===== src/ooo_pkg.sv =====
// rob and station depths must be powers of two; only RV32I OP and OP-IMM encodings are defined
package ooo_pkg;

  localparam int XLEN      = 32;
  localparam int REG_COUNT = 32;
  localparam int ROB_DEPTH = 8;
  localparam int ROB_TAG_W = $clog2(ROB_DEPTH);
  // one station slot per rob entry, so a non-full rob always finds a free slot
  localparam int RS_DEPTH  = ROB_DEPTH;
  localparam int RS_IDX_W  = $clog2(RS_DEPTH);

  typedef logic [$clog2(REG_COUNT)-1:0] reg_id_t;
  typedef logic [ROB_TAG_W-1:0]         rob_tag_t;

  typedef enum logic [6:0] {
    OPC_OP     = 7'b0110011,
    OPC_OP_IMM = 7'b0010011
  } opcode_e;

  // {funct7 alternate bit, funct3}
  typedef enum logic [3:0] {
    ALU_ADD  = 4'b0000,
    ALU_SUB  = 4'b1000,
    ALU_SLL  = 4'b0001,
    ALU_SLT  = 4'b0010,
    ALU_SLTU = 4'b0011,
    ALU_XOR  = 4'b0100,
    ALU_SRL  = 4'b0101,
    ALU_SRA  = 4'b1101,
    ALU_OR   = 4'b0110,
    ALU_AND  = 4'b0111
  } alu_op_e;

  typedef union packed {
    struct packed {
      logic [6:0] funct7;
      reg_id_t    rs2;
      reg_id_t    rs1;
      logic [2:0] funct3;
      reg_id_t    rd;
      logic [6:0] opcode;
    } r_fmt;
    struct packed {
      logic [11:0] imm12;
      reg_id_t     rs1;
      logic [2:0]  funct3;
      reg_id_t     rd;
      logic [6:0]  opcode;
    } i_fmt;
  } inst_t;

  typedef struct packed {
    alu_op_e         op;
    reg_id_t         rd;
    reg_id_t         rs1;
    reg_id_t         rs2;
    logic            use_imm;
    logic [XLEN-1:0] imm;
  } dispatch_t;

  typedef struct packed {
    logic            busy;
    rob_tag_t        tag;
    logic [XLEN-1:0] value;
  } reg_status_t;

  typedef struct packed {
    logic            waiting;
    rob_tag_t        tag;
    logic [XLEN-1:0] value;
  } operand_t;

  typedef struct packed {
    rob_tag_t        tag;
    alu_op_e         op;
    logic [XLEN-1:0] v1;
    logic [XLEN-1:0] v2;
  } issue_t;

  typedef struct packed {
    rob_tag_t        tag;
    logic [XLEN-1:0] value;
  } cdb_t;

  typedef struct packed {
    reg_id_t         rd;
    logic [XLEN-1:0] value;
  } commit_t;

endpackage

===== src/reorder_buffer.sv =====
// source must not dispatch while inst_full is high; outputs that strobe are masked while rdy_in is low
`timescale 1ns/1ps

module reorder_buffer import ooo_pkg::*; (
  input  logic            clk_in,
  input  logic            rst_n,
  input  logic            rdy_in,
  input  logic            dispatch_valid,
  input  dispatch_t       dispatch,
  input  rob_tag_t        lookup1_tag,
  input  rob_tag_t        lookup2_tag,
  input  logic            cdb_valid,
  input  cdb_t            cdb,
  output rob_tag_t        alloc_tag,
  output logic            inst_full,
  output logic            lookup1_ready,
  output logic [XLEN-1:0] lookup1_value,
  output logic            lookup2_ready,
  output logic [XLEN-1:0] lookup2_value,
  output logic            commit_valid,
  output commit_t         commit,
  output rob_tag_t        commit_tag
);

  rob_tag_t             head;
  rob_tag_t             tail;
  logic [ROB_TAG_W:0]   count;
  logic [ROB_DEPTH-1:0] ent_ready;
  reg_id_t              ent_rd    [ROB_DEPTH];
  logic [XLEN-1:0]      ent_value [ROB_DEPTH];
  logic                 commit_valid_q;
  logic                 head_hit;
  logic                 retire;

  assign alloc_tag = tail;
  assign inst_full = (count == ROB_DEPTH);

  // ready flags survive retirement, so a just-retired tag still answers lookups
  assign lookup1_ready = ent_ready[lookup1_tag];
  assign lookup1_value = ent_value[lookup1_tag];
  assign lookup2_ready = ent_ready[lookup2_tag];
  assign lookup2_value = ent_value[lookup2_tag];

  // head may retire in the same cycle its result is on the bus
  assign head_hit = cdb_valid && (cdb.tag == head);
  assign retire   = (count != '0) && (ent_ready[head] || head_hit);

  assign commit_valid = commit_valid_q & rdy_in;

  always_ff @(posedge clk_in or negedge rst_n) begin
    if (!rst_n) begin
      head           <= '0;
      tail           <= '0;
      count          <= '0;
      ent_ready      <= '0;
      commit_valid_q <= 1'b0;
    end else if (rdy_in) begin
      commit_valid_q <= retire;
      if (cdb_valid) begin
        ent_ready[cdb.tag] <= 1'b1;
      end
      if (dispatch_valid) begin
        ent_ready[tail] <= 1'b0;
        tail            <= tail + 1'b1;
      end
      if (retire) begin
        head <= head + 1'b1;
      end
      count <= count + {{ROB_TAG_W{1'b0}}, dispatch_valid} - {{ROB_TAG_W{1'b0}}, retire};
    end
  end

  always_ff @(posedge clk_in) begin
    if (rdy_in) begin
      if (dispatch_valid) begin
        ent_rd[tail] <= dispatch.rd;
      end
      if (cdb_valid) begin
        ent_value[cdb.tag] <= cdb.value;
      end
      if (retire) begin
        commit.rd    <= ent_rd[head];
        commit.value <= ent_ready[head] ? ent_value[head] : cdb.value;
        commit_tag   <= head;
      end
    end
  end

endmodule


===== config.mk =====
export PLATFORM = sky130hd
export DESIGN_NAME = reorder_buffer
export DESIGN_NICKNAME = d
export VERILOG_FILES = /design/src/ooo_pkg.sv /design/src/reorder_buffer.sv
export SDC_FILE = /design/constraint.sdc
export NUM_CORES = 1
export LEC_CHECK = 0
export BUFFER_PORTS_ARGS = -buffer_cell sky130_fd_sc_hd__buf_2
export CAP_MARGIN = 15
export CORE_UTILIZATION = 50
export CTS_BUF_LIST = sky130_fd_sc_hd__clkbuf_8
export DETAILED_ROUTE_END_ITERATION = 6
export MAX_ROUTING_LAYER = met4
export PLACE_DENSITY = 0.7
export SLEW_MARGIN = 20
export SYNTH_ARGS = -nofsm -noshare
export SYNTH_HDL_FRONTEND = slang
export SYNTH_SLANG_ARGS = --single-unit

===== constraint.sdc =====
create_clock -name clk_in -period 4.4 [get_ports clk_in]
set_clock_uncertainty 0.1 [all_clocks]
set_input_delay 0.88 -clock clk_in [delete_from_list [all_inputs] [get_ports clk_in]]
set_output_delay 0.88 -clock clk_in [all_outputs]
set_load 0.01 [all_outputs]

-- Word-level counts from Yosys, hierarchy flattened
Memories as Yosys holds them, arrays and structs flattened. A register that Yosys moved wholly into a read port is not among the register bits.
Cells that the tools add are included.
- flip-flop bits (word level): 54
- memory bits (writable): 296
- input port bits: 98
- output and inout port bits: 111
- word-level logic and storage cells: 54
- memories kept: 2
- memory list (memory ; words ; width ; read ports ; clocked after Yosys merged registers in ; wr ports ; line ; RTL):
    ent_value ; 8 ; 32 ; 3 ; 0 ; 1 ; reorder_buffer.sv:30 ; logic [XLEN-1:0] ent_value [ROB_DEPTH];
    ent_rd ; 8 ; 5 ; 1 ; 1 ; 1 ; reorder_buffer.sv:29 ; reg_id_t ent_rd [ROB_DEPTH];
- add/sub/neg operators: 4
- $lt $le $gt $ge: 7
- eq/ne operators: 2
- multiplexer cells: 20
- bitwise operators: 4
- reduce and logical (&&, ||, !) cells: 8
- operator list (cell ; number):
    $mux W32 ; 1
    $mux W8 ; 3
    $lt A3 B4 Y1 const B ; 5
    $mux W1 ; 11
    $bmux W1 S3 ; 3
    $and A8 B8 Y8 ; 1
    $not A8 Y8 ; 1
    $or A8 B8 Y8 ; 1
    $add A3 B1 Y3 const B ; 2
    $demux W1 S3 ; 2
    $ge A3 B1 Y1 const B ; 2
    $add A4 B1 Y4 ; 1
    $eq A4 B4 Y1 const B ; 1
    $logic_and A1 B1 Y1 ; 4
    $reduce_and A2 Y1 ; 2
    $reduce_bool A4 Y1 ; 1
    $sub A4 B1 Y4 ; 1
    $eq A3 B3 Y1 ; 1
    $and A1 B1 Y1 ; 1
    $logic_or A1 B1 Y1 ; 1

-- Longest topological paths before layout
Gate-level depths: netlist of the first run.
- word-level depth: 9
- mapped depth: 12
- mapped depth without buffers: 10

-- Least setup slack after synthesis of the first run
OpenSTA, ideal clock, no wires.
- path type: input-to-reg
- start: input cdb[32] (netlist bit)
- end: memory ent_value[0][0] (enable)
- setup time: 0.464 ns
- arrival: 3.346 ns
- required time: 3.836 ns
- setup slack: 0.490 ns
- stages: 2
- path buffers: 0
- path through: nand3b_1 nor3_1
- RTL lines (what ; line ; RTL):
    start, declared ; reorder_buffer.sv:13 ; input cdb_t cdb,
    end, declared ; reorder_buffer.sv:30 ;
No word-level cell before the write port.

-- Worst setup path after layout of the first run
- start: input lookup1_tag[0]
- end: output lookup1_value[20]
- longest elaborated chain between the ends: 1
- ends and longest elaborated chain (what ; line ; RTL):
    start, declared ; reorder_buffer.sv:10 ; input rob_tag_t lookup1_tag,
    $mem_v2 Z8 W32 ; - ;
    end, declared ; reorder_buffer.sv:17 ; output logic [XLEN-1:0] lookup1_value,
Every way passes these cells.

==> results of run 1 <==
[metrics by stage]
step / area (µm²) / power (mW)
3_5_place_dp: 19000 / 8.04
5_1_grt: 20100 / 11.2
6_report: 20100 / 10.7
3_3_place_gp: 19000 / 8.00
4_1_cts: 20100 / 10.8
2_1_floorplan: 17500 / 7.03
[how the worst min path moves through the flow]
stage | start | to | slack, ns | depth (start not counted)
after detailed placement | commit_valid_q | commit_valid_q | 0.37 | 1
final | rst_n | ent_ready[2] | 0.12 | 1
after CTS | rst_n | head[2] | 0.09 | 1
after global routing | rst_n | ent_ready[0] | 0.13 | 1
after global placement | commit_valid_q | commit_valid_q | 0.37 | 1
after floorplan | head[2] | commit_tag[2] | 0.32 | 0
[cell type report]
cell class	instances	area [µm²]	share of cell area
timing repair buffer	194	1130	0.0564
inverter	4	15.0	0.000747
clock buffer	59	812	0.0404
antenna	5	12.5	0.000622
clock inverter	49	293	0.0146
tap	455	569	0.0283
sequential	355	10600	0.526
multi-input combinational	459	6700	0.333
[cells by family (layout without fill, tap and decap cells)]
group           after synthesis  count (layout)  share of synthesized area
compound gates               41              41                     0.0128
buf+inv                      70             306                     0.0186
flops                       355             355                      0.603
other cells                   0               5                          0
simple gates                 86              86                     0.0206
xor+xnor                      9               9                    0.00450
fa+ha+maj                     8               8                    0.00614
mux                         315             315                      0.334
[metal layers]
layer | global-route usage | part of all wire | vias to the layer above
met1 | 0.331 | 0.41 | 5056
met4 | 0.0760 | 0.022 | 0
met3 | 0.0450 | 0.071 | 67
li1 | - | - | 4168
met2 | 0.391 | 0.50 | 382
met5 | - | 0 | -
[flip-flops by register name, summed over array words and instances, names as in the netlist]
name / count
commit_valid_q: 1
commit_tag: 3
ent_rd: 40
commit: 37
count: 4
alloc_tag: 3
head: 3
ent_ready: 8
ent_value: 256
[cells in the mapped netlist (2+ instances only)]
cell type  count
buf_2         17
nor3_1         4
nand3_1        4
o21ai_0       29
xnor2_1        7
ha_1           7
xor2_1         2
dfrtp_1       19
nor2_1        30
nand2_1       38
o21ai_1        4
mux4_2       208
clkbuf_1      30
nor3b_1        2
nand2b_1       4
buf_4          9
edfxtp_1     336
mux2_2        73
a21oi_1        3
inv_1          4
buf_1          9
a21o_1         2
mux2i_1       32
[power groups by stage]
stage                     Combinational (mW)  Clock [mW]  Sequential (mW)
final                                   3.38        2.75             4.55
after global routing                    3.67        2.95             4.61
after CTS                               3.43        2.81             4.56
after detailed placement                3.42           0             4.62
after global placement                  3.38           0             4.62
after floorplan                         2.45           0             4.58
==> out/results.txt, run 1 <==
Layout Cells excl Fill: 1580
Latest clock arrival within the worst-skew pair: 0.62 ns
Number of pins with negative max-slew slack in the final report: 0
CP max stage delay: 0.55 ns
Number of warnings reported in the yosys synthesis log: 0
Synthesized instance count: 884
Total clock buffers created by CTS: 58
Worst setup slack after layout: 0.782 ns
Combinational share of power: 0.316
Wire length per cell: 26.3 µm
Placed wire-length estimate after detailed placement: 24600 µm
TritonCTS sink count: 355
Initial antenna violation count: 5
CTS tree: yes
Drt total wl: 41600 µm
Reg-to-reg critical path endpoint: commit[26]
Cell total after placement: 1467
Largest vdd supply drop: 381 µV
Number of synthesized register bits: 355
Synth-to-Final Area Change: 14.7%
Capturing element type of the critical path: output pin
Die boundary width: 189 µm
F_max: 276 MHz
Post-route core utilization: 0.582
Critical path depth: 5
Net Sw Frac: 0.319
Die Outline Area: 35800 µm²
Unrepaired setup endpoints after global routing: no
Hold/Removal Path Class: input port to async pin
Via total after detailed routing: 9673
Switching power summed over all nets: 3.41 mW
Area share of the leading cell type in the synthesized netlist: 0.576
Number of buffers inserted for hold repair after clock tree synthesis: 0
Sequential element share of the synthesized area: 0.603
Cell Area, Synth: 17500 µm²
Dominant register cell in the synthesized netlist: edfxtp_1
Clock Path Buffers: 3
Last weighted congestion value of the routability-driven placer: 0.788
Critical-path cell list: buf_4 -> buf_4 -> mux4_2 -> mux2_2 -> buf_2
FILL cells: 2620
Global-route total usage across every layer: 0.248
Pin count of the biggest net entering global routing: 68
Total of max-cap violations: 0
Worst-path cell with the longest stage delay: mux4_2
Remaining global-route overflow: 0
CTS clk-pin slew, worst paths: 0.06 ns
Clock tree root buffer cell: clkbuf_8
# port buffers: 161
Type of the setup path with the least slack: input port to output pin
Vias in the first global route: 10200
Wire length of the first global-routing pass: 62900 µm
Register-to-register path setup slack: 1.25 ns
Cell-internal power: 7.27 mW
Number of iterations in the first detailed-routing pass: 5
Starting DRC count in detailed routing: 779
Most frequent standard cell in the layout excluding fill and tap cells: edfxtp_1
CP top delay family: buffers and inverters
Relative contribution of sequential cells to total power: 0.426
Initial core utilization: 0.507
Most frequent CP cell: buf_4
Via density: 6.12
Result of the run: complete, no violations
Post-CTS setup buffer count: 0
Setup TNS: 0 ns
H-tree depth: 2
Tightest slew margin relative to the limit: 0.255
Critical path required time: 3.42 ns
Largest driver fanout on the critical path: 20
Number of distinct library cells after synthesis: 34
Shortest period the worst path allows: 3.62 ns
Final setup viols: 0
Clock network fraction of design power: 0.258
Standard-cell row count: 68
Leading cell types in the layout, fill and taps excluded: edfxtp_1 (336), mux4_2 (208), buf_2 (159)
Hold Slack: 0.124 ns
Boundary Pins: 209
Final Hold Vio Count: 0
Data arrival, critical path: 2.64 ns
Die Height: 189 µm
Post-synthesis cell type with the largest combined area: edfxtp_1
Fraction of registers with async set/reset: 0.0535
Share of post-route cells with drive strength above 1: 0.509
Least-Margin Pin Slew: 1.11 ns
Dominant cells by area after synthesis: edfxtp_1 (58%), mux4_2 (27%), mux2_2 (4.7%)
Post-place setup slack: 0.749 ns
DRC violation count after routing: 0
ANT nets after route: 0
Final cycle utilization of the critical path: 0.822
Capturing instance or port of the critical path: lookup1_value[20]
Critical register-to-register path startpoint: head[0]
Worst Reg2Reg Path Length in Cells: 5
Post-CTS sizing: 0
Combined buffer and inverter count along the critical path: 3
Placeable core region: 34500 µm²
Syn nets: 990
Critical Path Start Type: input port
Static leakage: 6.89 nW
Synthesized area per cell: 19.8 µm²
Pwr per Cell Area: 531 nW/µm²
Final net count: 1178
Beginning of the critical path: lookup1_tag[0]
Number of synthesized flops with an enable pin: 336
No activity file was read; power rests on OpenSTA's default activity.
==> run 2, diff against run 1 <==
ABC_AREA = 1   (was default)
PLACE_DENSITY = 0.73   (was 0.7)
clock period = 3.2 ns   (was 4.4 ns; I/O delays follow)
==> run 2 against run 1 <==
Net effect:
- first-iteration DRC count is 130% higher
- register-to-register slack worse by 0.84 ns
- largest cell class unchanged
- final area is 3.6% higher
- wire length is 30% higher
- global-route usage is 4.3 points higher
- via count is 66% higher
- non-clock buffer count is 19 higher
- flip-flop and latch count stayed put
- synthesized cell count is 120% higher
- sequential power is 32% higher
- hold slack better by 0.022 ns
- cell count is 65% higher
- critical path type unchanged
==> out/results.txt, run 2 <==
Data arrival, critical path: 2.23 ns
Layout Cells excl Fill: 2603
FF+latch area: 10600 µm²
Clock tree root buffer cell: clkbuf_8
Number of distinct library cells after synthesis: 29
TritonCTS sink count: 355
Cell-internal power: 9.21 mW
Initial core utilization: 0.506
Type of the setup path with the least slack: input port to output pin
Global-route total usage across every layer: 0.291
Worst hold path depth: 1
Most frequent standard cell in the layout excluding fill and tap cells: o21ai_0
Largest vdd supply drop: 460 µV
Switching power summed over all nets: 5.65 mW
Relative contribution of sequential cells to total power: 0.404
Starting DRC count in detailed routing: 1810
Clock network fraction of design power: 0.252
Final net count: 2195
Worst hold start: dispatch[44]
Cell total after placement: 2494
Net Sw Frac: 0.380
Synth-to-Final Area Change: 12.7%
Reg-to-reg critical path endpoint: commit[9]
Fraction of registers with async set/reset: 0.0535
Tightest slew margin relative to the limit: 0.275
Capturing element type of the critical path: output pin
CP max stage delay: 0.47 ns
Area share of the leading cell type in the synthesized netlist: 0.546
Vias in the first global route: 15200
Combined buffer and inverter count along the critical path: 3
Latest clock arrival within the worst-skew pair: 0.67 ns
Syn nets: 2082
Sequential element share of the synthesized area: 0.572
DRC violation count after routing: 0
Final cycle utilization of the critical path: 0.928
CP top delay family: compound AO/OA/AOI/OAI gates
Clock Path Buffers: 3
Via density: 6.18
Hold Path End: ent_rd[1][1]
Synthesized instance count: 1976
Die Height: 194 µm
Worst setup slack after layout: 0.231 ns
Cell Area, Synth: 18500 µm²
Post-synthesis cell type with the largest combined area: edfxtp_1
Least-Margin Pin Slew: 1.09 ns
Result of the run: complete, no violations
CTS clk-pin slew, worst paths: 0.06 ns
Drt total wl: 54000 µm
Most frequently used cell type in the post-synthesis netlist: o21ai_0
Worst-path cell with the longest stage delay: a31oi_1
Total clock buffers created by CTS: 60
Synthesized area per cell: 9.35 µm²
Post-place setup slack: 0.377 ns
Placed wire-length estimate after detailed placement: 32500 µm
Pin count of the biggest net entering global routing: 108
Critical path required time: 2.46 ns
Leading cell types in the layout, fill and taps excluded: o21ai_0 (362), edfxtp_1 (336), nand2_1 (266)
Share of post-route cells with drive strength above 1: 0.148
Register name with the most flops: ent_value
Final Hold Vio Count: 0
Placeable core region: 36500 µm²
Critical register-to-register path startpoint: head[0]
Critical-path cell list: buf_4 -> buf_4 -> o21ai_0 -> o21ai_0 -> a21oi_1 -> a31oi_1 -> buf_2
Area occupied by multi-input gates: 6670 µm²
Biggest registers after layout: ent_value: 256 flops, ent_rd: 40 flops, commit: 37 flops
Wire length of the first global-routing pass: 83000 µm
Dominant cells by area after synthesis: edfxtp_1 (55%), o21ai_0 (9.8%), a21oi_1 (5.4%)
FILL cells: 3092
Shortest period the worst path allows: 2.97 ns
Critical Path Start Type: input port
Dominant register cell in the synthesized netlist: edfxtp_1
Final setup viols: 0
Number of synthesized flops with an enable pin: 336
Post-CTS setup buffer count: 0
Static leakage: 7.72 nW
Worst Reg2Reg Path Length in Cells: 7
Die Outline Area: 37700 µm²
Register-to-register path setup slack: 0.41 ns
Pwr per Cell Area: 713 nW/µm²
Largest driver fanout on the critical path: 39
Hold/Removal Path Class: input port to flip-flop
Max reg flops: 256
Unrepaired setup endpoints after global routing: no
H-tree depth: 2
Boundary Pins: 209
CTS tree: yes
Number of warnings reported in the yosys synthesis log: 0
Standard-cell row count: 70
Top cells by count, synth: o21ai_0 (362), edfxtp_1 (336), nand2_1 (266), a21oi_1 (201), nor2_1 (177)
Number of pins with negative max-slew slack in the final report: 0
Total of max-cap violations: 0
Via total after detailed routing: 16100
Number of iterations in the first detailed-routing pass: 6
ANT nets after route: 0
Wire length per cell: 20.8 µm
Number of synthesized register bits: 355
Setup TNS: 0 ns
# port buffers: 161
F_max: 337 MHz
Initial antenna violation count: 2
Combinational share of power: 0.343
Die boundary width: 194 µm
Last weighted congestion value of the routability-driven placer: 0.833
Remaining global-route overflow: 0
[run 2: cell types whose count changed in the layout (fill, tap and decap cells not counted), moves of 9 or more]
cell / delta
o211ai_1: +128
mux2_2: -73
nand3_1: +68
a31oi_1: +71
o21ai_0: +333
inv_1: +122
mux2i_1: -32
o21ai_1: +20
buf_4: +11
a21oi_1: +198
mux4_2: -208
nand2_1: +228
buf_12: +9
nor2_1: +145
[run 2: cell families (layout without fill, tap and decap cells)]
group           after synthesis  count (layout)  synth area share
compound gates              791             791             0.237
fa+ha+maj                     8               8           0.00582
buf+inv                     295             451            0.0704
simple gates                523             523             0.113
flops                       355             355             0.572
other cells                   0               3                 0
xor+xnor                      4               4           0.00190
[run 2: power by group through the flow]
stage / Clock, mW / Sequential [mW] / Combinational [mW]
5_1_grt: 3.98 / 6.05 / 5.64
3_5_place_dp: 0 / 6.09 / 5.03
3_3_place_gp: 0 / 6.08 / 4.89
2_1_floorplan: 0 / 6.15 / 3.50
6_report: 3.75 / 6.01 / 5.10
4_1_cts: 3.79 / 6.00 / 5.05
[run 2: stage by stage]
| step | total power [mW] | util | instance area (µm²) | hold slack [ns] |
|---|---|---|---|---|
| 6_report | 14.9 | 0.570 | 20800 | 0.146 |
| 5_1_grt | 15.7 | 0.570 | 20800 | 0.131 |
| 4_1_cts | 14.8 | 0.570 | 20800 | 0.0988 |
| 3_5_place_dp | 11.1 | 0.540 | 19700 | 0.379 |
| 3_3_place_gp | 11.0 | 0.540 | 19700 | 0.370 |
| 2_1_floorplan | 9.65 | - | 18500 | 0.244 |
[run 2: layer usage]
| layer | vias up | GRT usage | wire (µm) |
|---|---|---|---|
| met5 | - | - | 0 |
| met4 | 0 | 0.136 | 1810 |
| met3 | 155 | 0.0471 | 5580 |
| met2 | 983 | 0.449 | 25300 |
| met1 | 7594 | 0.377 | 21300 |
| li1 | 7363 | - | - |
[run 2: cell type report]
cell class                 count  share of cell area
clock buffer                  60              0.0397
tap                          468              0.0281
antenna                        3            0.000360
clock inverter                45              0.0126
inverter                     133              0.0243
sequential                   355               0.508
timing repair buffer         213              0.0671
multi-input combinational   1326               0.320
[run 2: worst max path at each step]
stage	startpoint	end	slack (ns)	cells past startpoint
after global placement	lookup1_tag[0]	lookup1_value[0]	0.40	7
final	lookup1_tag[0]	lookup1_value[0]	0.23	7
after detailed placement	lookup1_tag[1]	lookup1_value[26]	0.38	7
after CTS	lookup1_tag[0]	lookup1_value[0]	0.37	7
after global routing	head[0]	count[2]	0.20	12
after floorplan	rdy_in	ent_value[1][0]	0.45	4
[run 2: timing repair]
| action | in CTS | in global routing |
|---|---|---|
| endpoints found under the hold margin | 19 | 0 |
| hold buffers | 1 | 0 |
| resized for setup | 0 | 0 |
